--- src/balance_types_pkg.sv ---
// balance controller data types
package balance_types_pkg;

  ///////////////////////////////
  // pitch path
  ///////////////////////////////
  typedef logic signed [15:0] ptch_t;      // raw pitch from inertial sensor
  typedef logic signed [9:0]  ptch_err_t;  // pitch error after saturation
  typedef logic signed [17:0] integ_t;     // integrator, top 12 bits form I term
  typedef logic signed [6:0]  d_diff_t;    // saturated derivative difference

  ///////////////////////////////
  // steering and drive path
  ///////////////////////////////
  // lft_ld - rght_ld from the load cells
  typedef logic signed [11:0] ld_diff_t;

  // PID sum, also the per-wheel torque
  typedef logic signed [15:0] torque_t;

  // unsigned motor speed, 2047 is full scale
  typedef logic [10:0] spd_t;

endpackage : balance_types_pkg

--- src/balance_cfg_pkg.sv ---
// balance controller constants
package balance_cfg_pkg;

  ///////////////////////////////
  // coefficient defaults
  ///////////////////////////////
  localparam int P_COEFF         = 14;    // proportional gain
  localparam int D_COEFF         = 20;    // derivative gain
  localparam int LOW_TORQUE_BAND = 70;    // roughly 5 * P_COEFF
  localparam int GAIN_MULTIPLIER = 15;    // 1 + MIN_DUTY / LOW_TORQUE_BAND
  localparam int MIN_DUTY        = 980;   // duty that stiffens the motor
  localparam int SPD_WARN        = 1536;  // over-speed warning level

  ///////////////////////////////
  // saturation limits
  ///////////////////////////////
  localparam balance_types_pkg::ptch_err_t ERR_MAX   = 10'sh1FF;  // +511
  localparam balance_types_pkg::ptch_err_t ERR_MIN   = 10'sh200;  // -512
  localparam balance_types_pkg::d_diff_t   DDIFF_MAX = 7'sh3F;    // +63
  localparam balance_types_pkg::d_diff_t   DDIFF_MIN = 7'sh40;    // -64
  localparam balance_types_pkg::spd_t      SPD_MAX   = 11'h7FF;   // 2047 unsigned

endpackage : balance_cfg_pkg

--- src/pitch_pid.sv ---
// pitch PID controller
module pitch_pid #(
  parameter int P_COEFF = balance_cfg_pkg::P_COEFF,
  parameter int D_COEFF = balance_cfg_pkg::D_COEFF
) (
  input  logic                        clk,
  input  logic                        rst_n,
  input  logic                        vld,        // new inertial reading this cycle
  input  balance_types_pkg::ptch_t    ptch,       // measured pitch
  input  logic                        rider_off,  // no weight on the load cells
  input  logic                        pwr_up,     // platform enabled
  output balance_types_pkg::torque_t  pid_cntrl   // P + I + D
);

  import balance_types_pkg::*;
  import balance_cfg_pkg::*;

  ptch_err_t ptch_err;      // saturated pitch error
  torque_t   p_term;

  integ_t    integ;         // running sum of errors
  integ_t    err_ext;       // error sign extended to integrator width
  integ_t    nxt_integ;
  logic      ovfl;          // signed overflow on this add
  torque_t   i_term;

  ptch_err_t err_q1;        // error one reading back
  ptch_err_t err_q2;        // error two readings back
  logic signed [10:0] d_raw;  // one extra bit so full-scale swings saturate cleanly
  d_diff_t   d_sat;
  torque_t   d_term;

  ///////////////////////////////
  // error and P term
  ///////////////////////////////
  always_comb begin
    if (ptch > ERR_MAX)
      ptch_err = ERR_MAX;    // clamp positive
    else if (ptch < ERR_MIN)
      ptch_err = ERR_MIN;    // clamp negative
    else
      ptch_err = ptch[9:0];
  end

  assign p_term = torque_t'(ptch_err) * torque_t'(P_COEFF);  // at most 14 * 512, no wrap

  ///////////////////////////////
  // I term
  ///////////////////////////////
  assign err_ext   = integ_t'(ptch_err);
  assign nxt_integ = integ + err_ext;

  // operands agree in sign but the sum does not
  assign ovfl = (integ[17] == err_ext[17]) && (nxt_integ[17] != integ[17]);

  always_ff @(posedge clk or negedge rst_n) begin
    if (!rst_n) begin
      integ <= '0;
    end else if (rider_off) begin
      integ <= '0;                // rider stepped off, drop windup
    end else if (vld && !ovfl) begin
      integ <= nxt_integ;         // freeze instead of wrapping
    end
  end

  // only the top 12 bits count, and nothing while powered down
  assign i_term = pwr_up ? torque_t'($signed(integ[17:6])) : '0;

  ///////////////////////////////
  // D term
  ///////////////////////////////
  always_ff @(posedge clk or negedge rst_n) begin
    if (!rst_n) begin
      err_q1 <= '0;
      err_q2 <= '0;
    end else if (vld) begin
      err_q1 <= ptch_err;         // shift the error history
      err_q2 <= err_q1;
    end
  end

  assign d_raw = 11'(ptch_err) - 11'(err_q2);  // current minus two readings back

  always_comb begin
    if (d_raw > DDIFF_MAX)
      d_sat = DDIFF_MAX;
    else if (d_raw < DDIFF_MIN)
      d_sat = DDIFF_MIN;
    else
      d_sat = d_raw[6:0];
  end

  assign d_term = torque_t'(d_sat) * torque_t'(D_COEFF);

  // wraps at 16 bits like the drive hardware expects
  assign pid_cntrl = p_term + i_term + d_term;

endmodule : pitch_pid

--- src/wheel_shaper.sv ---
// single wheel torque shaper
module wheel_shaper #(
  parameter int LOW_TORQUE_BAND = balance_cfg_pkg::LOW_TORQUE_BAND,
  parameter int GAIN_MULTIPLIER = balance_cfg_pkg::GAIN_MULTIPLIER,
  parameter int MIN_DUTY        = balance_cfg_pkg::MIN_DUTY
) (
  input  balance_types_pkg::torque_t  torque,  // desired wheel torque
  output logic                        rev,     // 1 runs the motor in reverse
  output balance_types_pkg::spd_t     spd      // ungated speed
);

  import balance_types_pkg::*;
  import balance_cfg_pkg::*;

  localparam logic [15:0] BAND = 16'(LOW_TORQUE_BAND);  // unsigned band edge

  logic [15:0] trq_mag;      // |torque|, unsigned so -32768 stays large
  torque_t     duty_push;    // torque pushed away from zero by MIN_DUTY
  torque_t     gain_trq;     // torque scaled inside the low band
  torque_t     shaped;
  logic [15:0] shp_mag;      // |shaped|

  ///////////////////////////////
  // shaping
  ///////////////////////////////
  assign trq_mag = torque[15] ? 16'(-torque) : 16'(torque);

  // add or subtract the minimum duty depending on direction
  assign duty_push = torque[15] ? torque - torque_t'(MIN_DUTY)
                                : torque + torque_t'(MIN_DUTY);

  assign gain_trq = torque * torque_t'(GAIN_MULTIPLIER);  // truncated to 16 bits

  // outside the band use min duty, inside use the steeper gain
  assign shaped = (trq_mag >= BAND) ? duty_push : gain_trq;

  ///////////////////////////////
  // direction and speed
  ///////////////////////////////
  assign rev = shaped[15];   // sign of shaped torque

  assign shp_mag = shaped[15] ? 16'(-shaped) : 16'(shaped);

  // anything above 11 bits clamps to full scale
  assign spd = (|shp_mag[15:11]) ? SPD_MAX : shp_mag[10:0];

endmodule : wheel_shaper

--- src/motor_drive.sv ---
// steering mix and motor drive
module motor_drive #(
  parameter int LOW_TORQUE_BAND = balance_cfg_pkg::LOW_TORQUE_BAND,
  parameter int GAIN_MULTIPLIER = balance_cfg_pkg::GAIN_MULTIPLIER,
  parameter int MIN_DUTY        = balance_cfg_pkg::MIN_DUTY,
  parameter int SPD_WARN        = balance_cfg_pkg::SPD_WARN
) (
  input  balance_types_pkg::torque_t  pid_cntrl,     // from pitch controller
  input  balance_types_pkg::ld_diff_t ld_cell_diff,  // lft_ld - rght_ld
  input  logic                        en_steer,
  input  logic                        pwr_up,
  output balance_types_pkg::spd_t     lft_spd,
  output balance_types_pkg::spd_t     rght_spd,
  output logic                        lft_rev,
  output logic                        rght_rev,
  output logic                        too_fast       // to piezo warning
);

  import balance_types_pkg::*;

  localparam spd_t WARN_LVL = spd_t'(SPD_WARN);

  torque_t steer;                    // load difference / 8
  torque_t lft_trq, rght_trq;
  spd_t    lft_raw, rght_raw;        // speeds before power gating

  ///////////////////////////////
  // steering mix
  ///////////////////////////////
  assign steer    = torque_t'(ld_cell_diff >>> 3);  // arithmetic, keeps sign
  assign lft_trq  = en_steer ? pid_cntrl - steer : pid_cntrl;
  assign rght_trq = en_steer ? pid_cntrl + steer : pid_cntrl;

  wheel_shaper #(
    .LOW_TORQUE_BAND (LOW_TORQUE_BAND),
    .GAIN_MULTIPLIER (GAIN_MULTIPLIER),
    .MIN_DUTY        (MIN_DUTY)
  ) lft_shaper_i (.torque(lft_trq), .rev(lft_rev), .spd(lft_raw));

  wheel_shaper #(
    .LOW_TORQUE_BAND (LOW_TORQUE_BAND),
    .GAIN_MULTIPLIER (GAIN_MULTIPLIER),
    .MIN_DUTY        (MIN_DUTY)
  ) rght_shaper_i (.torque(rght_trq), .rev(rght_rev), .spd(rght_raw));

  // motors stay still until the platform is enabled
  assign lft_spd  = pwr_up ? lft_raw : '0;
  assign rght_spd = pwr_up ? rght_raw : '0;

  assign too_fast = (lft_spd > WARN_LVL) || (rght_spd > WARN_LVL);  // either wheel

endmodule : motor_drive

--- src/balance_cntrl.sv ---
// self-balancing platform controller
module balance_cntrl #(
  parameter int P_COEFF         = balance_cfg_pkg::P_COEFF,
  parameter int D_COEFF         = balance_cfg_pkg::D_COEFF,
  parameter int LOW_TORQUE_BAND = balance_cfg_pkg::LOW_TORQUE_BAND,
  parameter int GAIN_MULTIPLIER = balance_cfg_pkg::GAIN_MULTIPLIER,
  parameter int MIN_DUTY        = balance_cfg_pkg::MIN_DUTY,
  parameter int SPD_WARN        = balance_cfg_pkg::SPD_WARN
) (
  input  logic                        clk,
  input  logic                        rst_n,
  input  logic                        vld,           // new inertial reading strobe
  input  balance_types_pkg::ptch_t    ptch,
  input  balance_types_pkg::ld_diff_t ld_cell_diff,
  input  logic                        rider_off,
  input  logic                        en_steer,
  input  logic                        pwr_up,
  output balance_types_pkg::spd_t     lft_spd,
  output balance_types_pkg::spd_t     rght_spd,
  output logic                        lft_rev,
  output logic                        rght_rev,
  output logic                        too_fast
);

  import balance_types_pkg::*;

  torque_t pid_cntrl;   // PID output into the drive

  ///////////////////////////////
  // pitch loop
  ///////////////////////////////
  pitch_pid #(
    .P_COEFF (P_COEFF),
    .D_COEFF (D_COEFF)
  ) pitch_pid_i (
    .clk       (clk),
    .rst_n     (rst_n),
    .vld       (vld),
    .ptch      (ptch),
    .rider_off (rider_off),
    .pwr_up    (pwr_up),
    .pid_cntrl (pid_cntrl)
  );

  ///////////////////////////////
  // wheel drive
  ///////////////////////////////
  motor_drive #(
    .LOW_TORQUE_BAND (LOW_TORQUE_BAND),
    .GAIN_MULTIPLIER (GAIN_MULTIPLIER),
    .MIN_DUTY        (MIN_DUTY),
    .SPD_WARN        (SPD_WARN)
  ) motor_drive_i (
    .pid_cntrl    (pid_cntrl),
    .ld_cell_diff (ld_cell_diff),
    .en_steer     (en_steer),
    .pwr_up       (pwr_up),
    .lft_spd      (lft_spd),
    .rght_spd     (rght_spd),
    .lft_rev      (lft_rev),
    .rght_rev     (rght_rev),
    .too_fast     (too_fast)
  );

endmodule : balance_cntrl

--- config.mk ---
export PLATFORM = sky130hd
export DESIGN_NAME = balance_cntrl
export DESIGN_NICKNAME = d
export VERILOG_FILES = /design/src/balance_types_pkg.sv /design/src/balance_cfg_pkg.sv /design/src/pitch_pid.sv /design/src/wheel_shaper.sv /design/src/motor_drive.sv /design/src/balance_cntrl.sv
export SDC_FILE = /design/constraint.sdc
export NUM_CORES = 1
export LEC_CHECK = 0
export BUFFER_PORTS_ARGS = -buffer_cell sky130_fd_sc_hd__buf_2
export CORE_MARGIN = 1
export CORE_UTILIZATION = 45
export CTS_CLUSTER_DIAMETER = 100
export CTS_CLUSTER_SIZE = 14
export DETAILED_ROUTE_END_ITERATION = 6
export GPL_TIMING_DRIVEN = 0
export HOLD_SLACK_MARGIN = 0.05
export PLACE_DENSITY = 0.68
export SYNTH_ARGS = -nofsm -noshare
export SYNTH_HDL_FRONTEND = slang
export SYNTH_SLANG_ARGS = --single-unit
--- constraint.sdc ---
create_clock -name clk -period 47.4 [get_ports clk]
set_clock_uncertainty 0.05 [all_clocks]
set_input_delay 9.48 -clock clk [delete_from_list [all_inputs] [get_ports clk]]
set_output_delay 9.48 -clock clk [all_outputs]
set_load 0.1 [all_outputs]
==> impl_results.html <==
<table>
<tr><th>Metric</th><th>Value</th></tr>
<tr><th colspan="2">Worst setup path</th></tr>
<tr><td>CP Data Required Time</td><td>37.87 ns</td></tr>
<tr><td>Maximum fanout along the worst path</td><td>13</td></tr>
<tr><td>Cell type group with the largest total delay on the critical path</td><td>compound AO/OA/AOI/OAI gates</td></tr>
<tr><td>WP data arrival</td><td>25.08 ns</td></tr>
<tr><td>Type of the worst setup path</td><td>input pin to primary output</td></tr>
<tr><td>Dominant cell type by count on the critical path</td><td>sky130_fd_sc_hd__a21o_1</td></tr>
<tr><td>Max incr delay on CP</td><td>about 0.81 ns</td></tr>
<tr><td>Worst-case register-to-register setup slack</td><td>42.28 ns</td></tr>
<tr><td>Reg-to-reg critical path startpoint</td><td>pitch_pid_i.integ[1]</td></tr>
<tr><td>Logic depth of the worst register-to-register path</td><td>17</td></tr>
<tr><td>Count of buffering cells on the critical path with inverters included</td><td>8</td></tr>
<tr><td>CP max-delay cell</td><td>sky130_fd_sc_hd__o41ai_1</td></tr>
<tr><td>Worst setup SP type</td><td>input pin</td></tr>
<tr><td>Destination of the worst register-to-register timing path</td><td>pitch_pid_i.integ[14]</td></tr>
<tr><td>Kind of end point of the critical path</td><td>primary output</td></tr>
<tr><th colspan="2">Yosys</th></tr>
<tr><td>Syn Std Cell Area</td><td>13,310 sq um</td></tr>
<tr><td>Most area-consuming cells after synthesis</td><td>sky130_fd_sc_hd__ha_1 (19%), sky130_fd_sc_hd__fa_1 (12%), sky130_fd_sc_hd__dfrtp_1 (7.1%)</td></tr>
<tr><td>Async SR Flop Fraction</td><td>1.000</td></tr>
<tr><td>Net Count, Synth</td><td>slightly below 2,000</td></tr>
<tr><td>Cells after Synth</td><td>1,674</td></tr>
<tr><td>Sequential fraction of the synthesis area</td><td>0.07146</td></tr>
<tr><td>Most common cell in the synthesized netlist</td><td>sky130_fd_sc_hd__ha_1</td></tr>
<tr><td>Avg Synthesized Cell Area</td><td>about 8 sq um</td></tr>
<tr><td>EDFF count, synth</td><td>0</td></tr>
<tr><td>Post-synthesis sequential element count</td><td>38</td></tr>
<tr><td>Top cell type's share of synthesized area</td><td>0.1890</td></tr>
<tr><td>Most used DFF post-synth</td><td>sky130_fd_sc_hd__dfrtp_1</td></tr>
<tr><td>Number of warnings printed during yosys synthesis</td><td>0</td></tr>
<tr><td>Most common library cells after synthesis</td><td>sky130_fd_sc_hd__ha_1 (201), sky130_fd_sc_hd__inv_1 (199), sky130_fd_sc_hd__a21oi_1 (109), sky130_fd_sc_hd__nor2_1 (107), sky130_fd_sc_hd__xnor2_1 (102)</td></tr>
<tr><td>Dominant cell type by area after synthesis</td><td>sky130_fd_sc_hd__ha_1</td></tr>
<tr><td>Distinct cell type count of the synthesized netlist</td><td>between 100 and 150</td></tr>
<tr><th colspan="2">STA</th></tr>
<tr><td>Transition time at the pin with the least slew margin</td><td>a little under 1 ns</td></tr>
<tr><td>Fmax</td><td>between 20 and 30 MHz</td></tr>
<tr><td>Headroom to the max-slew limit</td><td>0.3456</td></tr>
<tr><td>Final count of hold timing violations</td><td>0</td></tr>
<tr><td>Post-route worst hold slack</td><td>around 0.43 ns</td></tr>
<tr><td>Unrepaired setup endpoints after global routing</td><td>false</td></tr>
<tr><td>Minimum clock period</td><td>34.61 ns</td></tr>
<tr><td>Share of the clock period used by the worst path after layout</td><td>0.7302</td></tr>
<tr><td>Total negative setup slack</td><td>0 ns</td></tr>
<tr><td>Total of endpoints with negative setup slack in the final report</td><td>0</td></tr>
<tr><td>Final max-slew violation count</td><td>0</td></tr>
<tr><th colspan="2">GRT</th></tr>
<tr><td>Wire length of the first global-routing pass</td><td>approximately 57,000 um</td></tr>
<tr><td>Vias in the first global route</td><td>11,940</td></tr>
<tr><td>Total routing usage reported by global routing</td><td>0.2235</td></tr>
<tr><td>Maximum number of pins on one net before global-route repair</td><td>39</td></tr>
<tr><td>Total congestion overflow after global routing</td><td>0</td></tr>
<tr><td>Number of antenna violations at the first check in global routing</td><td>0</td></tr>
<tr><th colspan="2">Flow run</th></tr>
<tr><td>Total of max-cap violations</td><td>0</td></tr>
<tr><th colspan="2">Drt</th></tr>
<tr><td>Count of vias placed by the detailed router</td><td>12,130</td></tr>
<tr><td>ANT nets after route</td><td>0</td></tr>
<tr><td>Residual DRC</td><td>0</td></tr>
<tr><td>DRT Wirelength</td><td>around 34,000 um</td></tr>
<tr><td>Routed wire length per instance</td><td>roughly 16 um</td></tr>
<tr><td>Violation count after the first detailed-routing iteration</td><td>roughly 740</td></tr>
<tr><td>Count of TritonRoute iterations in the first routing pass</td><td>5</td></tr>
<tr><td>Vias per cell</td><td>5.729</td></tr>
<tr><th colspan="2">Hold path</th></tr>
<tr><td>Hold Path End</td><td>pitch_pid_i.err_q2[6]</td></tr>
<tr><td>Critical hold path startpoint</td><td>pitch_pid_i.err_q1[6]</td></tr>
<tr><td>Depth of the worst hold-timing path</td><td>2</td></tr>
<tr><td>Tightest Hold Check Type</td><td>register to register</td></tr>
<tr><th colspan="2">Placed design</th></tr>
<tr><td>Cell area reported after detailed placement</td><td>about 14,000 sq um</td></tr>
<tr><td>Half-perimeter wire length after detailed placement</td><td>28,410 um</td></tr>
<tr><td>Weighted congestion at the end of routability-driven global placement</td><td>around 0.92</td></tr>
<tr><td>Quantity of I/O buffers inserted on ports</td><td>52</td></tr>
<tr><th colspan="2">Finish</th></tr>
<tr><td>Share of cells above drive strength 1</td><td>0.07728</td></tr>
<tr><td>Filler Cell Count</td><td>roughly 2,800</td></tr>
<tr><td>Area of all placed cells without fillers</td><td>approximately 14,000 sq um</td></tr>
<tr><td>Antenna Diode Count</td><td>0</td></tr>
<tr><td>Layout Nets</td><td>2,046</td></tr>
<tr><td>Layout overhead on the synthesized area</td><td>6.713%</td></tr>
<tr><th colspan="2">CTS</th></tr>
<tr><td>TritonCTS clock tree</td><td>done</td></tr>
<tr><td>H-tree depth</td><td>2</td></tr>
<tr><td>Total clock buffers created by CTS</td><td>5</td></tr>
<tr><td>Worst-case clock buffer depth</td><td>2</td></tr>
<tr><td>Reg clk slew, reported paths</td><td>~0.060 ns</td></tr>
<tr><td>Buffers inserted during post-CTS setup optimization</td><td>0</td></tr>
<tr><td>Clock Latency Late Sink</td><td>0.28 ns</td></tr>
<tr><td>Number of buffers inserted by hold repair at cts</td><td>0</td></tr>
<tr><td>Number of clock sinks</td><td>38</td></tr>
<tr><td>Cell at the root of the clock tree</td><td>sky130_fd_sc_hd__clkbuf_16</td></tr>
<tr><td>Post_cts resized</td><td>0</td></tr>
<tr><th colspan="2">Die</th></tr>
<tr><td>Floorplan die area</td><td>30,260 sq um</td></tr>
<tr><td>Count of standard-cell rows</td><td>62</td></tr>
<tr><td>Number of top-level pins</td><td>between 50 and 60</td></tr>
<tr><td>Area inside the core boundary</td><td>roughly 29,000 sq um</td></tr>
<tr><td>Die Span X</td><td>174.0 um</td></tr>
<tr><td>Die height</td><td>approximately 170 um</td></tr>
<tr><td>Initial cell density of the core</td><td>0.4599</td></tr>
<tr><th colspan="2">Status</th></tr>
<tr><td>Status</td><td>finished clean</td></tr>
</table>
worst min-delay path, cell delays in order, from the launching register on:
cell	delay, ns
sky130_fd_sc_hd__dfrtp_1	0.34
sky130_fd_sc_hd__nand2_1	0.05
sky130_fd_sc_hd__o21ai_0	0.06
through the flow:
step | utilization | instances | setup WS [ns]
after floorplan | - | 1674 | 14.13
after global placement | 0.4855 | 2110 | 13.20
after detailed placement | 0.4862 | 2111 | 13.04
after CTS | 0.4908 | 2118 | 12.98
after global routing | 0.4908 | 2118 | 11.74
final | 0.4908 | 2118 | 12.79
logic make-up after synthesis:
logic type | Yosys count | share of synthesized area
fa+ha+maj | 280 | 0.3063
xor+xnor | 153 | 0.1007
simple gates | 453 | 0.1776
buf+inv | 255 | 0.07493
compound gates | 447 | 0.2291
flops | 38 | 0.07146
mux | 48 | 0.03986
routing by layer:
metal	wire length, um	global-route usage
met4	805	0.06287
met5	0	0
met1	15740	0.2838
met3	920	0.01072
met2	16630	0.4085
worst max-delay path by stage:
stage	from	endpoint	slack, ns	cells after the start
after floorplan	ptch[15]	rght_spd[2]	14.13	51
after global placement	ptch[15]	too_fast	13.20	56
after detailed placement	ptch[15]	too_fast	13.04	55
after CTS	ptch[15]	too_fast	12.98	55
after global routing	ptch[15]	too_fast	11.74	56
final	ptch[15]	too_fast	12.79	56
layout by cell type (no fill, tap or decap), drive strengths merged, types with 24 or more instances in the layout:
cell	Yosys	layout
ha	201	201
or3	24	24
nand2	101	101
a21oi	111	111
o21a	45	45
xnor2	102	102
fa	77	77
nor2b	25	25
nand3	30	30
nor2	108	108
xor2	51	51
and2	24	24
buf	23	76
a21o	42	42
dfrtp	38	38
clkbuf	27	34
o21ai	83	83
inv	204	204
nor3	36	36
mux2i	31	31
sequential cells by signal, indices dropped and copies added (netlist names):
name / cells
pitch_pid_i.err_q1: 10
pitch_pid_i.integ: 18
pitch_pid_i.err_q2: 10
layout make-up:
class                           count  area [sq um]  area share
Inverter                          205         769.5     0.05419
Tap cell                          384         480.5     0.03383
Timing Repair Buffer               53         267.8     0.01885
Clock buffer                        7         132.6    0.009339
Buffer                             50         227.7     0.01604
Multi-Input combinational cell   1381         11370      0.8008
Sequential cell                    38         950.9     0.06696
Power is not shown: default switching activity piles up to over one toggle a cycle in this logic, so the estimate is an artifact.
